## config.mk

```make
export PLATFORM = sky130hd
export DESIGN_NAME = image_pipe_top
export DESIGN_NICKNAME = d
export VERILOG_FILES = /design/src/logic/image_pipe_pkg.sv /design/src/logic/image_pipe_top.sv /design/src/logic/output_reg_slice.sv /design/src/logic/image_shift_buffer.sv /design/src/logic/image_pipe.sv
export SDC_FILE = /design/constraint.sdc
export NUM_CORES = 1
export LEC_CHECK = 0
export ABC_CLOCK_PERIOD_IN_PS = 7100
export BUFFER_PORTS_ARGS = -buffer_cell sky130_fd_sc_hd__buf_2
export CAP_MARGIN = 20
export CELL_PAD_IN_SITES_DETAIL_PLACEMENT = 0
export CELL_PAD_IN_SITES_GLOBAL_PLACEMENT = 1
export CORE_MARGIN = 5
export CORE_UTILIZATION = 51
export DETAILED_ROUTE_END_ITERATION = 12
export PLACE_DENSITY = 0.86
export SYNTH_ARGS = -nofsm -noshare
export SYNTH_HDL_FRONTEND = slang
export SYNTH_SLANG_ARGS = --single-unit
```

## constraint.sdc

```tcl
create_clock -name aclk -period 7.1 [get_ports aclk]
set_input_delay 0.71 -clock aclk [delete_from_list [all_inputs] [get_ports aclk]]
set_output_delay 0.71 -clock aclk [all_outputs]
set_load 0.01 [all_outputs]
```

## src/logic/image_pipe_pkg.sv

```systemverilog
package image_pipe_pkg;

  // pixel geometry of one input and one output beat.
  localparam int WORD_WIDTH   = 8;
  localparam int UNITS        = 4;
  localparam int KERNEL_H_MAX = 3;
  localparam int EDGES        = KERNEL_H_MAX - 1;
  localparam int UNITS_EDGES  = UNITS + EDGES;

  // kernel_h_1 is 0 or 2 and fits in two bits.
  localparam int BITS_KERNEL_H = $clog2(KERNEL_H_MAX);

  // positions of the config fields in the sideband word.
  localparam int I_IS_NOT_MAX = 0;
  localparam int I_IS_MAX     = 1;
  localparam int I_IS_LRELU   = 2;
  localparam int I_KERNEL_H_1 = 3;
  localparam int TUSER_WIDTH  = I_KERNEL_H_1 + BITS_KERNEL_H;

  // frame states of image_pipe.
  localparam logic ST_SET  = 1'b0;
  localparam logic ST_PASS = 1'b1;

  // word 0 sits in the lowest bits, so the last struct member is word 0.
  typedef struct packed {
    logic [WORD_WIDTH-1:0] pad_1;
    logic [WORD_WIDTH-1:0] pad_0;
    logic [WORD_WIDTH-1:0] kernel_h_1;
    logic [WORD_WIDTH-1:0] is_lrelu;
    logic [WORD_WIDTH-1:0] is_max;
    logic [WORD_WIDTH-1:0] is_not_max;
  } config_header_t;

  // the first beat of a frame is a config header, every later one is pixels.
  typedef union packed {
    logic [UNITS_EDGES-1:0][WORD_WIDTH-1:0] words;
    config_header_t                         cfg;
  } in_beat_u;

endpackage
```

## src/logic/image_pipe_top.sv

```systemverilog
module image_pipe_top
  import image_pipe_pkg::*;
(
  input  logic                              aclk,
  input  logic                              arst_n,

  input  logic                              in_1_valid,
  input  logic                              in_1_last,
  input  logic [UNITS_EDGES*WORD_WIDTH-1:0] in_1_data,
  output logic                              in_1_ready,

  input  logic                              in_2_valid,
  input  logic [UNITS_EDGES*WORD_WIDTH-1:0] in_2_data,
  output logic                              in_2_ready,

  input  logic                              out_ready,
  output logic                              out_valid,
  output logic [UNITS*WORD_WIDTH-1:0]       out_1_data,
  output logic [UNITS*WORD_WIDTH-1:0]       out_2_data,
  output logic [TUSER_WIDTH-1:0]            out_user
);

  logic                                   pipe_valid;
  logic                                   pipe_ready;
  logic [UNITS_EDGES-1:0][WORD_WIDTH-1:0] pipe_1_data;
  logic [UNITS_EDGES-1:0][WORD_WIDTH-1:0] pipe_2_data;
  logic [TUSER_WIDTH-1:0]                 pipe_user;

  logic                                   buf_valid;
  logic                                   buf_ready;
  logic [UNITS-1:0][WORD_WIDTH-1:0]       buf_1_data;
  logic [UNITS-1:0][WORD_WIDTH-1:0]       buf_2_data;
  logic [TUSER_WIDTH-1:0]                 buf_user;

  image_pipe u_pipe (
    .aclk        (aclk),
    .arst_n      (arst_n),
    .in_1_valid  (in_1_valid),
    .in_1_last   (in_1_last),
    .in_1_data   (in_1_data),
    .in_1_ready  (in_1_ready),
    .in_2_valid  (in_2_valid),
    .in_2_data   (in_2_data),
    .in_2_ready  (in_2_ready),
    .pipe_ready  (pipe_ready),
    .pipe_valid  (pipe_valid),
    .pipe_1_data (pipe_1_data),
    .pipe_2_data (pipe_2_data),
    .pipe_user   (pipe_user)
  );

  image_shift_buffer u_shift (
    .aclk        (aclk),
    .arst_n      (arst_n),
    .pipe_valid  (pipe_valid),
    .pipe_1_data (pipe_1_data),
    .pipe_2_data (pipe_2_data),
    .pipe_user   (pipe_user),
    .pipe_ready  (pipe_ready),
    .buf_ready   (buf_ready),
    .buf_valid   (buf_valid),
    .buf_1_data  (buf_1_data),
    .buf_2_data  (buf_2_data),
    .buf_user    (buf_user)
  );

  output_reg_slice u_slice (
    .aclk        (aclk),
    .arst_n      (arst_n),
    .buf_valid   (buf_valid),
    .buf_1_data  (buf_1_data),
    .buf_2_data  (buf_2_data),
    .buf_user    (buf_user),
    .buf_ready   (buf_ready),
    .out_ready   (out_ready),
    .out_valid   (out_valid),
    .out_1_data  (out_1_data),
    .out_2_data  (out_2_data),
    .out_user    (out_user)
  );

endmodule

```

## src/logic/output_reg_slice.sv

```systemverilog
module output_reg_slice
  import image_pipe_pkg::*;
(
  input  logic                             aclk,
  input  logic                             arst_n,

  input  logic                             buf_valid,
  input  logic [UNITS-1:0][WORD_WIDTH-1:0] buf_1_data,
  input  logic [UNITS-1:0][WORD_WIDTH-1:0] buf_2_data,
  input  logic [TUSER_WIDTH-1:0]           buf_user,
  output logic                             buf_ready,

  input  logic                             out_ready,
  output logic                             out_valid,
  output logic [UNITS-1:0][WORD_WIDTH-1:0] out_1_data,
  output logic [UNITS-1:0][WORD_WIDTH-1:0] out_2_data,
  output logic [TUSER_WIDTH-1:0]           out_user
);

  logic                             accept;
  logic                             drain;
  logic [UNITS-1:0][WORD_WIDTH-1:0] skid_1_data;
  logic [UNITS-1:0][WORD_WIDTH-1:0] skid_2_data;
  logic [TUSER_WIDTH-1:0]           skid_user;

  // buf_ready low means the skid entry holds a beat.
  assign accept = buf_valid && buf_ready;
  assign drain  = out_ready || !out_valid;

  always_ff @(posedge aclk or negedge arst_n) begin
    if (!arst_n) begin
      out_valid <= 1'b0;
      buf_ready <= 1'b1;
    end else if (drain) begin
      out_valid <= !buf_ready || buf_valid;
      buf_ready <= 1'b1;
    end else if (accept) begin
      buf_ready <= 1'b0;
    end
  end

  // the skid entry feeds the output first, as it holds the older beat.
  always_ff @(posedge aclk) begin
    if (drain) begin
      if (!buf_ready) begin
        out_1_data <= skid_1_data;
        out_2_data <= skid_2_data;
        out_user   <= skid_user;
      end else begin
        out_1_data <= buf_1_data;
        out_2_data <= buf_2_data;
        out_user   <= buf_user;
      end
    end
    if (accept && !drain) begin
      skid_1_data <= buf_1_data;
      skid_2_data <= buf_2_data;
      skid_user   <= buf_user;
    end
  end

  assert property (@(posedge aclk) disable iff (!arst_n)
    out_valid && !out_ready |=> out_valid && $stable(out_1_data) &&
                                $stable(out_2_data) && $stable(out_user))
    else $error("output beat changed while stalled");

endmodule

```

## src/logic/image_shift_buffer.sv

```systemverilog
module image_shift_buffer
  import image_pipe_pkg::*;
(
  input  logic                                   aclk,
  input  logic                                   arst_n,

  input  logic                                   pipe_valid,
  input  logic [UNITS_EDGES-1:0][WORD_WIDTH-1:0] pipe_1_data,
  input  logic [UNITS_EDGES-1:0][WORD_WIDTH-1:0] pipe_2_data,
  input  logic [TUSER_WIDTH-1:0]                 pipe_user,
  output logic                                   pipe_ready,

  input  logic                                   buf_ready,
  output logic                                   buf_valid,
  output logic [UNITS-1:0][WORD_WIDTH-1:0]       buf_1_data,
  output logic [UNITS-1:0][WORD_WIDTH-1:0]       buf_2_data,
  output logic [TUSER_WIDTH-1:0]                 buf_user
);

  logic [BITS_KERNEL_H-1:0]               count;
  logic [BITS_KERNEL_H-1:0]               count_next;
  logic [BITS_KERNEL_H-1:0]               in_kernel_h_1;
  logic [BITS_KERNEL_H-2:0]               in_h2;
  logic                                   idle;
  logic                                   valid_next;
  logic [UNITS_EDGES-1:0][WORD_WIDTH-1:0] lane_in  [2];
  logic [UNITS_EDGES-1:0][WORD_WIDTH-1:0] lane_reg [2];

  assign in_kernel_h_1 = pipe_user[I_KERNEL_H_1 +: BITS_KERNEL_H];
  assign in_h2         = in_kernel_h_1[BITS_KERNEL_H-1:1];
  assign idle          = (count == '0);

  assign lane_in[0] = pipe_1_data;
  assign lane_in[1] = pipe_2_data;

  // while a beat is being shifted out the input stays blocked, and the
  // output is always valid.
  always_comb begin
    if (idle) begin
      pipe_ready = buf_ready;
      valid_next = pipe_valid;
      count_next = pipe_valid ? in_kernel_h_1 : '0;
    end else begin
      pipe_ready = 1'b0;
      valid_next = 1'b1;
      count_next = count - 1'b1;
    end
  end

  // everything here advances only when the slice can take a beat.
  always_ff @(posedge aclk or negedge arst_n) begin
    if (!arst_n) begin
      count     <= '0;
      buf_valid <= 1'b0;
    end else if (buf_ready) begin
      count     <= count_next;
      buf_valid <= valid_next;
    end
  end

  always_ff @(posedge aclk) begin
    if (buf_ready && idle) begin
      buf_user <= pipe_user;
    end
  end

  for (genvar lane = 0; lane < 2; lane++) begin : g_lane
    logic [UNITS_EDGES-1:0][WORD_WIDTH-1:0] dec_opt [KERNEL_H_MAX/2+1];
    logic [UNITS_EDGES-1:0][WORD_WIDTH-1:0] dec;

    // the input is padded around its centre but the buffer shifts one way
    // only, so the window start moves to word 0 before loading.
    for (genvar h2 = 0; h2 <= KERNEL_H_MAX/2; h2++) begin : g_h2
      for (genvar u = 0; u < UNITS_EDGES; u++) begin : g_word
        if (u <= UNITS + 2*h2) begin : g_take
          assign dec_opt[h2][u] = lane_in[lane][u + KERNEL_H_MAX/2 - h2];
        end else begin : g_zero
          assign dec_opt[h2][u] = '0;
        end
      end
    end

    assign dec = dec_opt[in_h2];

    // the top word keeps its value, lower words take their upper neighbour.
    always_ff @(posedge aclk) begin
      if (buf_ready) begin
        if (idle) begin
          lane_reg[lane] <= dec;
        end else begin
          lane_reg[lane] <= {lane_reg[lane][UNITS_EDGES-1],
                             lane_reg[lane][UNITS_EDGES-1:1]};
        end
      end
    end
  end

  assign buf_1_data = lane_reg[0][UNITS-1:0];
  assign buf_2_data = lane_reg[1][UNITS-1:0];

  // a new beat may only enter once the previous one has been fully shifted.
  assert property (@(posedge aclk) disable iff (!arst_n)
    pipe_valid && pipe_ready && (in_kernel_h_1 != '0) |=> !pipe_ready)
    else $error("shift buffer ready while %0d shifts remain", count);

endmodule

```

## src/logic/image_pipe.sv

```systemverilog
module image_pipe
  import image_pipe_pkg::*;
(
  input  logic                                   aclk,
  input  logic                                   arst_n,

  input  logic                                   in_1_valid,
  input  logic                                   in_1_last,
  input  in_beat_u                               in_1_data,
  output logic                                   in_1_ready,

  input  logic                                   in_2_valid,
  input  logic [UNITS_EDGES*WORD_WIDTH-1:0]      in_2_data,
  output logic                                   in_2_ready,

  input  logic                                   pipe_ready,
  output logic                                   pipe_valid,
  output logic [UNITS_EDGES-1:0][WORD_WIDTH-1:0] pipe_1_data,
  output logic [UNITS_EDGES-1:0][WORD_WIDTH-1:0] pipe_2_data,
  output logic [TUSER_WIDTH-1:0]                 pipe_user
);

  logic                     state;
  logic                     load_config;
  logic                     in_1_end;
  logic                     is_not_max;
  logic                     is_max;
  logic                     is_lrelu;
  logic [BITS_KERNEL_H-1:0] kernel_h_1;

  // in SET every beat on input 1 is taken as the frame header.
  assign load_config = (state == ST_SET) && in_1_valid;
  assign in_1_end    = (state == ST_PASS) && in_1_valid && in_1_ready && in_1_last;

  always_ff @(posedge aclk or negedge arst_n) begin
    if (!arst_n) begin
      state <= ST_SET;
    end else if (load_config) begin
      state <= ST_PASS;
    end else if (in_1_end) begin
      state <= ST_SET;
    end
  end

  // only bit 0 of each flag word is meaningful.
  always_ff @(posedge aclk or negedge arst_n) begin
    if (!arst_n) begin
      is_not_max <= 1'b0;
      is_max     <= 1'b0;
      is_lrelu   <= 1'b0;
      kernel_h_1 <= '0;
    end else if (load_config) begin
      is_not_max <= in_1_data.cfg.is_not_max[0];
      is_max     <= in_1_data.cfg.is_max[0];
      is_lrelu   <= in_1_data.cfg.is_lrelu[0];
      kernel_h_1 <= in_1_data.cfg.kernel_h_1[BITS_KERNEL_H-1:0];
    end
  end

  // handshake routing. In max mode both inputs move together, so each
  // side only sees ready when the other side has data too.
  always_comb begin
    if (state == ST_SET) begin
      pipe_valid = 1'b0;
      in_1_ready = 1'b1;
      in_2_ready = 1'b0;
    end else if (is_max) begin
      pipe_valid = in_1_valid && in_2_valid;
      in_1_ready = pipe_ready && in_2_valid;
      in_2_ready = pipe_ready && in_1_valid;
    end else begin
      pipe_valid = in_1_valid;
      in_1_ready = pipe_ready;
      in_2_ready = 1'b0;
    end
  end

  // channel 2 follows input 2 only for max pooling.
  assign pipe_1_data = in_1_data.words;
  assign pipe_2_data = is_max ? in_2_data : in_1_data.words;

  assign pipe_user[I_IS_NOT_MAX]                  = is_not_max;
  assign pipe_user[I_IS_MAX]                      = is_max;
  assign pipe_user[I_IS_LRELU]                    = is_lrelu;
  assign pipe_user[I_KERNEL_H_1 +: BITS_KERNEL_H] = kernel_h_1;

  // the shift buffer only handles odd kernel heights up to the maximum.
  assert property (@(posedge aclk) disable iff (!arst_n)
    load_config |-> (in_1_data.cfg.kernel_h_1 <= KERNEL_H_MAX - 1) &&
                    !in_1_data.cfg.kernel_h_1[0])
    else $error("config beat with unsupported kernel_h_1 %0d",
                in_1_data.cfg.kernel_h_1);

endmodule

```

**Word-level counts from Yosys, hierarchy flattened**

Memories as Yosys holds them, arrays and structs flattened.
Cells that the tools add are included.

- Bits in registers: 154
- Memory bits (writable): 96
- Input bits: 102
- Output and inout port bits: 72
- Logic and storage cells: 85
- Memories: 1

- Add/subtract/negate cells: 1
- $lt $le $gt $ge: 1
- Multiplexer cells: 32
- Bitwise operators: 4
- Reductions and logical operators: 18

Memory list:

| name | words | width | rd ports | clocked after Yosys merged registers in | wr ports | RTL line | RTL |
|---|---|---|---|---|---|---|---|
| u_shift.lane_reg | 2 | 48 | 2 | 0 | 2 | image_shift_buffer.sv:27 | `logic [UNITS_EDGES-1:0][WORD_WIDTH-1:0] lane_reg [2];` |

Operator list:

| kind | number |
|---|---|
| $mux W48 | 9 |
| $mux W32 | 2 |
| $mux W1 | 18 |
| $logic_and A1 B1 Y1 | 10 |
| $mux W5 | 1 |
| $mux W2 | 2 |
| $reduce_bool A2 Y1 | 2 |
| $logic_not A1 Y1 | 3 |
| $ge A2 B2 Y1 const B | 1 |
| $logic_not A2 Y1 | 1 |
| $logic_or A1 B1 Y1 | 2 |
| $not A1 Y2 | 1 |
| $or A1 B1 Y1 | 2 |
| $sub A2 B1 Y2 const B | 1 |
| $not A1 Y1 | 1 |

**Depth between registers and ports, before layout**

- Depth after elaboration: 9
- Mapped depth: 6
- Gate-level depth less buffers: 4

**Modules after synthesis**

Synthesis repeated with hierarchy kept, for this count alone.

- Cells, all modules: 729
- Area total of the unflattened synthesis: 12405.6 um2

Modules (own cells, without submodules):

| module | times used | cells an instance | area an instance (um2) | sequential area each (um2) |
|---|---|---|---|---|
| image_shift_buffer | 1 | 380 | 5609.1 | 3108.0 |
| output_reg_slice | 1 | 223 | 5352.6 | 4195.3 |
| image_pipe | 1 | 126 | 1443.9 | 150.1 |

**Least setup slack after synthesis**

OpenSTA, ideal clock, no wires.

- Path kind: reg-to-reg
- Start: reg u_slice.buf_ready
- End: mem u_shift.lane_reg[0][0] (netlist bit) (enable)
- Data arrival time: 2.866 ns
- Required time: 6.633 ns
- Slack: 3.767 ns
- Cell stages (with the launch flop): 3
- Path buffers: 2
- Clock period less this slack: 3.333 ns
- Path through: dfstp_2 -> buf_2 -> clkbuf_1

RTL lines:

| element | RTL line | RTL |
|---|---|---|
| start, declared | output_reg_slice.sv:11 | `output logic buf_ready,` |
| start signal, assigned | output_reg_slice.sv:33 | `buf_ready <= 1'b1;` |
| start signal, assigned | output_reg_slice.sv:36 | `buf_ready <= 1'b1;` |
| start signal, assigned | output_reg_slice.sv:38 | `buf_ready <= 1'b0;` |
| end, declared | image_shift_buffer.sv:27 |  |

**Worst setup path in the final report**

- Start: reg u_slice.buf_ready
- End: out in_2_ready

- Word-level cells in the longest chain between the ends: 4

Ends and longest elaborated chain:

| element | RTL line | RTL |
|---|---|---|
| $mux W1 | image_shift_buffer.sv:39 | `if (idle) begin` |
| $logic_and A1 B1 Y1 | image_pipe.sv:70 | `in_2_ready = pipe_ready && in_1_valid;` |
| $mux W1 | image_pipe.sv:67 | `end else if (is_max) begin` |
| $mux W1 | image_pipe.sv:63 | `if (state == ST_SET) begin` |
| end, declared | image_pipe_top.sv:14 | `output logic in_2_ready,` |

Every way passes these cells.

==> impl_metrics.py <==
metrics = {
    "setup_path": {
        "startpoint": "u_slice.buf_ready",
        "reg2reg_to": "u_slice.out_2_data[6]",
        "cp-start-kind": "register",
        "critical_path.max_stage_delay_ps": 960,
        "end_kind": "output pin",
        "critical_path_depth": 3,
        "crit_chain": "nand2_1 -> nor2_1 -> buf_2",
        "rr_worst_depth": 2,
        "critPathMaxFanout": 48,
        "cp_num_buf_inv": 1,
        "slowest_stage": "dfstp_4",
        "cp.arrival_ps": 1950,
        "r2r_setup_slack_ps": 4500,
        "cp_top_family": "flip-flops",
        "cp_data_required_time_ps": 6390,
        "crit_end": "in_2_ready",
        "crit_type": "reg -> out",
        "reg2reg_from": "u_slice.buf_ready",
    },
    "logic_synthesis": {
        "avgSynthCellArea_sq_um": 16.2,
        "syn_area_sq_um": 10800,
        "ys_ff_latch": 250,
        "seq_area_frac_synth": 0.690,
        "syn_nets": 768,
        "syn-instance-count": 666,
        "ys_warn_count": 0,
        "synth_cell_types": 27,
    },
    "route": {
        "routed_wl_microns": 24700,
        "dr.first_iter.drc_count": 450,
        "drc": 0,
        "viasPerCell": 5.68,
        "drt_first_pass_iters": 5,
        "ant_nets": 0,
        "routed-via-count": 6362,
        "routedWlPerCell_microns": 22.0,
    },
    "grt": {
        "grt_start_max_net_pins": 87,
        "grtUsageTotal": 0.199,
        "grt_first_pass_wirelength_microns": 37900,
        "grt_overflow": 0,
        "antenna_found_initial": 1,
        "grt_pass1_vias": 6529,
    },
    "sta": {
        "report.final.slew_viol_count": 0,
        "timing.final.ws_setup_ps": 4440,
        "period_minus_slack_ps": 2660,
        "finalCritPeriodShare": 0.374,
        "slew-limit-headroom": 0.324,
        "final-setup-viol-count": 0,
        "worstMarginPinSlew_ps": 1010,
        "rsz0062_at_grt": "no",
        "fin_worst_skew_ps": 17.1,
        "hold_ws_ps": 47.2,
        "finalHoldViolations": 0,
        "fmax_mhz": 376,
        "setup_tns_ps": 0,
    },
    "floorplan": {
        "boundaryPins": 174,
        "die-width_microns": 156,
        "die_y_microns": 156,
        "dieArea_sq_um": 24200,
        "start_util": 0.515,
        "num_rows": 53,
        "core_sq_um": 21000,
    },
    "clocking": {
        "cts_hold_buf": 0,
        "clk_path_buf_depth": 3,
        "clk_latency_ps": 520,
        "cts_sinks": 250,
        "cts_resized": 0,
        "root_buffer": "clkbuf_16",
        "clk_pin_slew_worst_paths_ps": 60,
        "cts_inserted_buffers": 25,
        "htree_levels": 1,
        "cts_tree": "done",
        "cts_setup_buffers": 0,
    },
    "placed_design": {
        "place_congestion": 0.823,
        "place.detailed.hpwl_microns": 16700,
        "pre_cts_slack_ps": 4550,
        "placed_area_sq_um": 11900,
        "port_buffers": 173,
    },
    "min_path": {
        "hp-class": "in -> async",
    },
    "pwr": {
        "power_frac_seq": 0.470,
        "powerDensity_nw_per_um2": 506,
        "clkPwrFrac": 0.216,
        "p_comb_frac": 0.314,
        "power.switching_uw": 2100,
        "p_int_uw": 4350,
        "p_sw_frac": 0.326,
        "peakVddDrop_mv": 0.289,
        "p_leak_uw": 0.00485,
    },
    "layout": {
        "fill_cells": 1616,
        "fin_area_sq_um": 12700,
        "synthToLayoutAreaGrowth_pct": 18.0,
        "utilization": 0.608,
        "largest_reg_flops": 96,
        "drive_above_1_share": 0.400,
        "finalNetCount": 928,
    },
    "run_status": {
        "outcome": "complete, no violations",
    },
    "flow_run": {
        "cap_violations": 0,
    },
}
[final cells by class]
| type | instances | area (sq um) | area share |
|---|---|---|---|
| diodes | 1 | 2.50 | 0.000196 |
| clock buffers | 28 | 637 | 0.0500 |
| clock inverters | 17 | 233 | 0.0183 |
| inverters | 3 | 11.3 | 0.000883 |
| multi-input cells | 365 | 3140 | 0.246 |
| flip-flops and latches | 250 | 7460 | 0.585 |
| well taps | 275 | 344 | 0.0270 |
| repair buffers | 181 | 926 | 0.0726 |
[layout by cell type, fill, tap and decap left out, types with 2 or more instances in the layout]
| cell type | count |
|---|---|
| nor2_1 | 43 |
| clkbuf_1 | 3 |
| o221ai_2 | 40 |
| mux2i_1 | 88 |
| nand2_1 | 4 |
| a21oi_1 | 40 |
| clkinv_1 | 6 |
| clkinv_2 | 3 |
| mux2_2 | 74 |
| buf_4 | 8 |
| edfxtp_1 | 239 |
| nand3_1 | 42 |
| nand2b_1 | 2 |
| nor2b_1 | 10 |
| clkinvlp_4 | 2 |
| buf_2 | 173 |
| inv_1 | 2 |
| clkbuf_16 | 25 |
| dfrtp_1 | 9 |
| o21ai_0 | 3 |
| bufinv_16 | 6 |
| and2_1 | 8 |
[cells in the mapped netlist, drive strengths merged]
library cell | number | area share
a41oi | 1 | 0.00081
o21ai | 4 | 0.0019
or2 | 1 | 0.00058
mux2i | 88 | 0.082
dfstp | 1 | 0.0024
edfxtp | 239 | 0.66
o22a | 1 | 0.00081
buf | 25 | 0.013
nor2 | 43 | 0.015
mux2 | 74 | 0.077
a21oi | 40 | 0.019
nand2 | 4 | 0.0014
or3 | 2 | 0.0012
nand2b | 2 | 0.0012
nor2b | 10 | 0.0058
o221ai | 40 | 0.056
dfrtp | 10 | 0.023
and2 | 8 | 0.0046
inv | 3 | 0.0010
nand3 | 43 | 0.020
and3 | 2 | 0.0012
nand4 | 1 | 0.00058
a31oi | 1 | 0.00058
clkbuf | 23 | 0.0080
[layer usage]
metal | wire length (microns) | GRT usage | vias to the layer above | share of wire
met5 | 0 | 0 | - | 0
li1 | - | - | 2935 | -
met4 | 617 | 0.0634 | 0 | 0.025
met3 | 1560 | 0.0347 | 38 | 0.063
met1 | 10800 | 0.294 | 3140 | 0.44
met2 | 11700 | 0.306 | 249 | 0.47
[cell families (layout without fill, tap and decap cells)]
family | Yosys count | after routing | share of synthesized area
AO/OA/AOI/OAI | 87 | 87 | 0.0782
buffers and inverters | 51 | 229 | 0.0218
flip-flops | 250 | 250 | 0.690
multiplexers | 162 | 162 | 0.159
other | 0 | 1 | 0
AND/OR/NAND/NOR | 116 | 116 | 0.0513
[per-stage QoR]
| step | power (uW) | std cells |
|---|---|---|
| 2_1_floorplan | 4430 | 666 |
| 3_3_place_gp | 5020 | 1074 |
| 3_5_place_dp | 5100 | 1074 |
| 4_1_cts | 6510 | 1119 |
| 5_1_grt | 6790 | 1120 |
| 6_report | 6460 | 1120 |
[worst min path at each step]
stage                              to  slack [ps]
6_report                 u_pipe.state          50
5_1_grt             u_slice.out_valid          40
4_1_cts             u_slice.out_valid          40
3_5_place_dp   u_slice.skid_2_data[1]         430
3_3_place_gp      u_shift.buf_user[0]         430
2_1_floorplan         u_pipe.is_lrelu         410
[power by group through the flow]
stage	Combinational [uW]	Clock, uW	Sequential, uW
2_1_floorplan	1480	0	2950
3_3_place_gp	1990	0	3030
3_5_place_dp	2040	0	3070
4_1_cts	2050	1410	3040
5_1_grt	2210	1480	3100
6_report	2020	1400	3040
Note: power is estimated with default switching activity, not from simulation.
